[src/ccu_params.svh]
// Master count and bus widths of the coherent read interconnect, included by every RTL file
`ifndef CCU_PARAMS_SVH
`define CCU_PARAMS_SVH

// Number of cache masters sharing the memory
`define CCU_NUM_MST 2

`define CCU_ADDR_W 32  // Address width
`define CCU_DATA_W 32  // Data width

// Source tag covers every master plus the snoop controller
`define CCU_SRC_W 2

`endif

[src/ccu_pkg.sv]
// Shared types of the coherent read interconnect, imported by the interface and the RTL modules
`include "ccu_params.svh"

package ccu_pkg;

  localparam int mst_idx_w = (`CCU_NUM_MST > 1) ? $clog2(`CCU_NUM_MST) : 1;

  typedef logic [`CCU_ADDR_W-1:0] addr_t;
  typedef logic [`CCU_DATA_W-1:0] data_t;
  typedef logic [`CCU_SRC_W-1:0]  src_t;     // Memory ID, index of the source
  typedef logic [mst_idx_w-1:0]   mst_idx_t;

  // AXI encoding of the read response
  typedef enum logic [1:0] {
    RESP_OKAY   = 2'b00,
    RESP_SLVERR = 2'b10
  } rresp_e;

  typedef enum logic {
    ROUTE_DIRECT,  // Non-shareable, straight to memory
    ROUTE_SNOOP    // Shareable, through the snoop controller
  } route_e;

  typedef enum logic [2:0] {
    SNP_IDLE,
    SNP_AC,      // Snoop address out to the peers
    SNP_CR,      // Collect snoop responses
    SNP_MEM_AR,  // Miss, read memory
    SNP_MEM_R,
    SNP_RESP     // Hit, return peer data
  } snp_state_e;

endpackage

[src/ccu_rd_if.sv]
// Single-beat AR/R link between the demuxes, the snoop controller and the memory arbiter
`timescale 1ns/1ps

interface ccu_rd_if;
  import ccu_pkg::*;

  // Request side
  logic   arvalid;
  logic   arready;
  addr_t  araddr;

  // Response side, data and response travel as one beat
  logic   rvalid;
  logic   rready;
  data_t  rdata;
  rresp_e rresp;

  modport master (
    output arvalid, araddr, rready,
    input  arready, rvalid, rdata, rresp
  );

  modport slave (
    input  arvalid, araddr, rready,
    output arready, rvalid, rdata, rresp
  );

endinterface

[src/ccu_port_demux.sv]
// Per-master router that sends a read to the direct or the snoop path and returns its response
`timescale 1ns/1ps

module ccu_port_demux (
  input  logic            clk_i,
  input  logic            rst_i,
  input  logic            m_arvalid_i,
  input  ccu_pkg::addr_t  m_araddr_i,
  input  logic            m_arshare_i,
  output logic            m_arready_o,
  output logic            m_rvalid_o,
  input  logic            m_rready_i,
  output ccu_pkg::data_t  m_rdata_o,
  output ccu_pkg::rresp_e m_rresp_o,
  ccu_rd_if.master        direct_o,
  ccu_rd_if.master        snoop_o
);
  import ccu_pkg::*;

  route_e route_d, route_q;
  addr_t  addr_q;
  logic   busy_q;     // One read in flight
  logic   ar_pend_q;  // Request not yet taken by the chosen path
  logic   arready_q;
  logic   on_snoop;
  logic   ar_hs, path_ar_hs, r_hs;

  assign route_d  = m_arshare_i ? ROUTE_SNOOP : ROUTE_DIRECT;
  assign on_snoop = (route_q == ROUTE_SNOOP);

  assign m_arready_o = arready_q;
  assign ar_hs       = m_arvalid_i & arready_q;

  // Request goes to the recorded path only
  assign direct_o.arvalid = ar_pend_q & ~on_snoop;
  assign snoop_o.arvalid  = ar_pend_q & on_snoop;
  assign direct_o.araddr  = addr_q;
  assign snoop_o.araddr   = addr_q;

  assign path_ar_hs = on_snoop ? (snoop_o.arvalid & snoop_o.arready)
                               : (direct_o.arvalid & direct_o.arready);

  // Response taken only from the recorded path
  assign direct_o.rready = busy_q & ~on_snoop & m_rready_i;
  assign snoop_o.rready  = busy_q & on_snoop & m_rready_i;

  assign m_rvalid_o = busy_q & (on_snoop ? snoop_o.rvalid : direct_o.rvalid);
  assign m_rdata_o  = on_snoop ? snoop_o.rdata : direct_o.rdata;
  assign m_rresp_o  = on_snoop ? snoop_o.rresp : direct_o.rresp;

  assign r_hs = m_rvalid_o & m_rready_i;

  always_ff @(posedge clk_i) begin
    if (rst_i) begin
      busy_q    <= 1'b0;
      ar_pend_q <= 1'b0;
      arready_q <= 1'b0;
      route_q   <= ROUTE_DIRECT;
    end else begin
      arready_q <= (~busy_q & ~ar_hs) | r_hs;  // Reopens in the cycle after the R beat
      if (ar_hs) begin
        busy_q    <= 1'b1;
        ar_pend_q <= 1'b1;
        route_q   <= route_d;
      end else begin
        if (path_ar_hs) ar_pend_q <= 1'b0;
        if (r_hs) busy_q <= 1'b0;
      end
    end
  end

  always_ff @(posedge clk_i) begin
    if (ar_hs) addr_q <= m_araddr_i;
  end

  // The path that was not chosen must stay silent on R
  a_resp_path: assert property (@(posedge clk_i) disable iff (rst_i)
    (direct_o.rvalid | snoop_o.rvalid) |->
      busy_q && (on_snoop ? !direct_o.rvalid : !snoop_o.rvalid));

endmodule

[src/flat_wrapper.sv]
// flat-port wrapper written by rule: the top's interface ports become plain ports
module ccu_port_demux_flat import ccu_pkg::*;
  (clk_i, rst_i, m_arvalid_i, m_araddr_i, m_arshare_i, m_arready_o, m_rvalid_o, m_rready_i, m_rdata_o, m_rresp_o, direct_o_arvalid, direct_o_araddr, direct_o_rready, direct_o_arready, direct_o_rvalid, direct_o_rdata, direct_o_rresp, snoop_o_arvalid, snoop_o_araddr, snoop_o_rready, snoop_o_arready, snoop_o_rvalid, snoop_o_rdata, snoop_o_rresp);
  ccu_rd_if direct_o_i ();
  ccu_rd_if snoop_o_i ();
  input  logic clk_i;
  input  logic rst_i;
  input  logic m_arvalid_i;
  input  ccu_pkg::addr_t m_araddr_i;
  input  logic m_arshare_i;
  output logic m_arready_o;
  output logic m_rvalid_o;
  input  logic m_rready_i;
  output ccu_pkg::data_t m_rdata_o;
  output ccu_pkg::rresp_e m_rresp_o;
  output wire logic [$bits(direct_o_i.arvalid)-1:0] direct_o_arvalid;
  output wire logic [$bits(direct_o_i.araddr)-1:0] direct_o_araddr;
  output wire logic [$bits(direct_o_i.rready)-1:0] direct_o_rready;
  input wire logic [$bits(direct_o_i.arready)-1:0] direct_o_arready;
  input wire logic [$bits(direct_o_i.rvalid)-1:0] direct_o_rvalid;
  input wire logic [$bits(direct_o_i.rdata)-1:0] direct_o_rdata;
  input wire logic [$bits(direct_o_i.rresp)-1:0] direct_o_rresp;
  output wire logic [$bits(snoop_o_i.arvalid)-1:0] snoop_o_arvalid;
  output wire logic [$bits(snoop_o_i.araddr)-1:0] snoop_o_araddr;
  output wire logic [$bits(snoop_o_i.rready)-1:0] snoop_o_rready;
  input wire logic [$bits(snoop_o_i.arready)-1:0] snoop_o_arready;
  input wire logic [$bits(snoop_o_i.rvalid)-1:0] snoop_o_rvalid;
  input wire logic [$bits(snoop_o_i.rdata)-1:0] snoop_o_rdata;
  input wire logic [$bits(snoop_o_i.rresp)-1:0] snoop_o_rresp;
  assign direct_o_arvalid = direct_o_i.arvalid;
  assign direct_o_araddr = direct_o_i.araddr;
  assign direct_o_rready = direct_o_i.rready;
  assign direct_o_i.arready = direct_o_arready;
  assign direct_o_i.rvalid = direct_o_rvalid;
  assign direct_o_i.rdata = direct_o_rdata;
  assign direct_o_i.rresp = direct_o_rresp;
  assign snoop_o_arvalid = snoop_o_i.arvalid;
  assign snoop_o_araddr = snoop_o_i.araddr;
  assign snoop_o_rready = snoop_o_i.rready;
  assign snoop_o_i.arready = snoop_o_arready;
  assign snoop_o_i.rvalid = snoop_o_rvalid;
  assign snoop_o_i.rdata = snoop_o_rdata;
  assign snoop_o_i.rresp = snoop_o_rresp;
  ccu_port_demux u_core (.clk_i(clk_i), .rst_i(rst_i), .m_arvalid_i(m_arvalid_i), .m_araddr_i(m_araddr_i), .m_arshare_i(m_arshare_i), .m_arready_o(m_arready_o), .m_rvalid_o(m_rvalid_o), .m_rready_i(m_rready_i), .m_rdata_o(m_rdata_o), .m_rresp_o(m_rresp_o), .direct_o(direct_o_i), .snoop_o(snoop_o_i));
endmodule
[config.mk]
export PLATFORM = sky130hd
export DESIGN_NAME = ccu_port_demux_flat
export DESIGN_NICKNAME = d
export VERILOG_FILES = /design/src/ccu_pkg.sv /design/src/ccu_rd_if.sv /design/src/ccu_port_demux.sv /design/src/flat_wrapper.sv
export VERILOG_INCLUDE_DIRS = /design/src
export SDC_FILE = /design/constraint.sdc
export NUM_CORES = 1
export LEC_CHECK = 0
export BUFFER_PORTS_ARGS = -buffer_cell sky130_fd_sc_hd__clkbuf_2
export CAP_MARGIN = 25
export CORE_AREA = 2 2 82 84
export DETAILED_ROUTE_END_ITERATION = 10
export DIE_AREA = 0 0 84 86
export PLACE_DENSITY = 0.72
export SLEW_MARGIN = 30
export SYNTH_ARGS = -nofsm -noshare
export SYNTH_HDL_FRONTEND = slang
export SYNTH_SLANG_ARGS = --single-unit
[constraint.sdc]
create_clock -name clk_i -period 1.8 [get_ports clk_i]
set_input_delay 0.18 -clock clk_i [delete_from_list [all_inputs] [get_ports clk_i]]
set_output_delay 0.18 -clock clk_i [all_outputs]
set_load 0.01 [all_outputs]
; ---- After elaboration in Yosys (flattened, before gate mapping)
; Index checks and enable logic that the tools add are counted.
[word_totals]
regBits = 36
latch_bits = 0
mem_bits_rw = 0
rom_bits = 0
in_bits = 109
out_inout_bits = 104
elab_cells = 32
memories = 0
[op_classes]
addsub = 0
multipliers = 0
div_mod_pow = 0
magnitude_cmp = 0
eq_ne = 0
shifts = 0
n_mux = 9
bitwise_logic = 16
n_reduce_logical = 2
[op_table]
columns = cell, n
row1 = $mux W32, 1
row2 = $and A1 B1 Y1, 12
row3 = $mux W1, 7
row4 = $reduce_bool A2 Y1, 2
row5 = $not A1 Y1, 3
row6 = $mux W2, 1
row7 = $or A1 B1 Y1, 1

; ---- Depth between registers and ports, before layout
[logic_depth]
depth_word = 6
depth_mapped = 4
mapped_depth_nobuf = 2

; ---- Least setup slack after synthesis
; Ideal clock, no wire load.
[synth_timing]
path_type = register to register
from = register u_core.arready_q (netlist: u_core.m_arready_o)
to = register u_core.addr_q[0] (netlist: u_core.direct_o.araddr[0]), enable pin
setup_ps = 394
arrival_ps = 1290
t_required_ps = 1406
setup_slack_ps = 116
path_stages_with_launch = 2
path_buffers = 0
period_less_slack_ps = 1684
cell_sequence = dfxtp_1 > and2_1
[synth_between]
elab_chain_len = 1
[synth_rtl]
columns = element, line
row1 = from (decl), ccu_port_demux.sv:24  ; logic arready_q;
row2 = from (signal assigned), ccu_port_demux.sv:60  ; arready_q <= (~busy_q & ~ar_hs) | r_hs;
row3 = $and A1 B1 Y1, ccu_port_demux.sv:32  ; assign ar_hs = m_arvalid_i & arready_q;
row4 = named net u_core.ar_hs, ccu_port_demux.sv:26  ; logic ar_hs, path_ar_hs, r_hs;
row5 = to (signal assigned), ccu_port_demux.sv:73  ; if (ar_hs) addr_q <= m_araddr_i;
row6 = to (decl), ccu_port_demux.sv:21  ; addr_t addr_q;
; The timed path passes the listed nets, and every way through them passes these cells.
; A chain may end at the register's enable or synchronous reset.

; ---- Final worst setup path
[layout_timing]
from = register u_core.route_q (netlist: u_core.on_snoop)
to = output m_rvalid_o
[layout_between]
elab_chain_len = 2
[layout_rtl]
columns = element, line
row1 = from (decl), ccu_port_demux.sv:20  ; route_e route_d, route_q;
row2 = from (signal assigned), ccu_port_demux.sv:64  ; route_q <= route_d;
row3 = $mux W1, ccu_port_demux.sv:47  ; assign m_rvalid_o = busy_q & (on_snoop ? snoop_o.rvalid : direct_o.rvalid);
row4 = $and A1 B1 Y1, ccu_port_demux.sv:47
row5 = to (decl), flat_wrapper.sv:12  ; output logic m_rvalid_o;
; No other way between the ends.

==> flow_metrics.tcl <==
set metrics [dict create \
    die_y_um 86 \
    die_x_um 84 \
    setup.worst_path.end_class "primary output" \
    min_path_type "input pin to flip-flop" \
    ys_ff_latch 36 \
    clockRootBuffer "clkbuf_8" \
    area_delta_synth_final_pct 54.2 \
    timing.slew.headroom_pct 83.7 \
    place_ws_ns 0.546 \
    cp_cell_sequence "buf_12, mux2i_1, nor2b_1, clkbuf_2" \
    seq_area_frac_synth_pct 56.1 \
    place_congestion 0.766 \
    slowest_stage "dfxtp_2" \
    wl_per_cell_um 13.2 \
    path_clk_slew_ns 0.08 \
    layout_setup_ws_ns 0.242 \
    worst-setup-path-type "flip-flop to primary output" \
    drc 0 \
    dp_hpwl_mm 4.35 \
    grt_pass1_vias 1548 \
    cts_sinks 36 \
    drt-initial-drc-count 35 \
    synthCells 127 \
    finClkSkew_ns 0.00965 \
    ir_worst_vdd_v 0.000415 \
    num_io_pins 213 \
    htree_levels 2 \
    die_area_um2 7220 \
    share_comb_of_total_power_pct 20.7 \
    track_usage_pct 12.9 \
    avgSynthCellArea_um2 14.6 \
    port_buffers 212 \
    cts_resized 0 \
    clock_power_share_pct 32.9 \
    rows 29 \
    hold_viol 0 \
    netlist.area_leader.share_pct 51.8 \
    vias_per_cell 4.22 \
    slew_viol_final 0 \
    p_sw_share_pct 24.2 \
    r2r_start "u_core.m_arready_o" \
    grt_max_degree 42 \
    cp_max_fo 41 \
    grt_setup_unrepaired "false" \
    core_area_um2 6280 \
    tritoncts "built" \
    final_util_pct 45.6 \
    layout.cells.non_filler 390 \
    antenna_found_initial 0 \
    postCtsSetupBuffers 0 \
    start_util_pct 29.6 \
    period_share_pct 86.6 \
    crit_arrival_ns 1.38 \
    postCtsHoldBufs 0 \
    drive_gt1_share_pct 82.7 \
    r2r_slack_ns 0.61 \
    powerDensity_nw_per_um2 740 \
    ys_warn_count 0 \
    insertedDiodeCount 0 \
    p_leak_nw 1.48 \
    whs_ns 0.0650 \
    finalSetupViolations 0 \
    min_from "m_araddr_i[26]" \
    cts_buffers 5 \
    yosysUniqueCellTypes 22 \
    dr.pass1.iters 4 \
    synth_fp_nets 236 \
    yosysTopAreaCell "edfxtp_1" \
    final_area_um2 2860 \
    max_freq_mhz 642 \
    via_count 1644 \
    finalWorstPathRequiredPeriod_ns 1.56 \
    tightest_slew_ns 0.238 \
    grt_pass1_wl_mm 7.33 \
    finalPower_mw 2.12 \
    seqPwrFrac_pct 46.4 \
    hold-path-endpoint "u_core.direct_o.araddr[26]" \
    ant_nets 0 \
    netlist_area_um2 1860 \
    clockBufferDepth 2 \
    timing.rr.end "u_core.busy_q" \
    crit_required_ns 1.62 \
    drv_cap 0 \
    setup_tns_ns 0 \
    routed_wl_mm 5.14 \
    fin_nets 421 \
    crit_path_start_kind "flip-flop" \
    status "completed" \
    worstRegToRegCells 3 \
    power.switching_mw 0.513 \
    p_int_mw 1.61 \
    clk_latency_ns 0.28 \
    grt_overflow 0 \
    place_area_um2 2750 \
    placed_cells 382 \
    synth_area_leaders "edfxtp_1, mux2_2, buf_4, dfxtp_1, buf_6" \
    min_path_cells 1 \
    critical-path-max-stage-delay_ns 0.34 \
]
==> cell families (layout without fill, tap and decap cells) <==
family          count (synthesis)  in the layout  synth area share, %
compound gates                  6              6                 2.70
simple gates                   10             10                 3.03
mux                            36             36                 21.7
buf+inv                        39            225                 16.5
flops                          36             36                 56.1
==> worst max path at each step <==
stage                             startpoint                   endpoint  slack, ns
final                        u_core.on_snoop                 m_rvalid_o       0.24
after global routing         u_core.on_snoop                 m_rvalid_o       0.16
after CTS                    u_core.on_snoop                 m_rvalid_o       0.22
after detailed placement     u_core.on_snoop                 m_rvalid_o       0.55
after global placement       u_core.on_snoop                 m_rvalid_o       0.57
after floorplan           u_core.m_arready_o  u_core.direct_o.araddr[0]       0.12
==> cells in the mapped netlist <==
library cell and instances:
nor2b_1 3, a21bo_1 1, nand3_1 1, and2_1 2, o32ai_1 1, or2_2 1
mux2i_1 2, a22o_1 1, mux2_2 34, dfxtp_1 4, clkbuf_8 1, buf_6 2
nand2_1 1, a21oi_1 1, buf_8 1, edfxtp_1 32, nor2_1 1, a21o_1 1
inv_1 2, buf_4 33, and3_1 1, o311a_1 1
==> power groups by stage <==
stage               combinational (mW)  clock (mW)  sequential, mW
floorplan                        0.220           0            1.02
global placement                 0.434           0            1.00
detailed placement               0.444           0            1.00
CTS                              0.445       0.726           0.985
global route                     0.475       0.767           0.989
finish                           0.438       0.697           0.984
==> placed cells by master (no fill, tap or decap), drive strengths merged, types with 2 or more instances in the layout <==
cell type / count
mux2: 34
nor2b: 3
and2: 2
clkbuf: 217
mux2i: 2
buf: 3
edfxtp: 32
dfxtp: 4
inv: 2
==> worst max-delay path, delay by kind of cell, from the launching register on <==
family	cells	cell delay, ns
muxes	1	0.30
buffers and inverters	2	0.36
DFF	1	0.34
and+or+nand+nor	1	0.08
==> routing by layer <==
layer	vias up	share of wire, %	routed length (um)	global-route usage [%]
met5	-	0	0	0
met4	0	0.35	18	3.96
met3	4	7.8	402	4.04
met2	109	56	2860	23.3
met1	735	36	1860	14.7
li1	796	-	-	-
==> cell type report <==
type	count	area, um^2
Clock buffer	5	68.8
Inverter	2	7.51
Clock inverter	3	42.5
Tap cell	77	96.3
Fill cell	596	3410
Multi-Input combinational cell	52	509
Timing Repair Buffer	215	1100
Sequential cell	36	1040
==> flip-flops by register name, indices dropped and copies added (netlist names) <==
| signal | count |
|---|---|
| u_core.on_snoop | 1 |
| u_core.ar_pend_q | 1 |
| u_core.m_arready_o | 1 |
| u_core.direct_o.araddr | 32 |
| u_core.busy_q | 1 |
No activity file was read; power rests on OpenSTA's default activity.
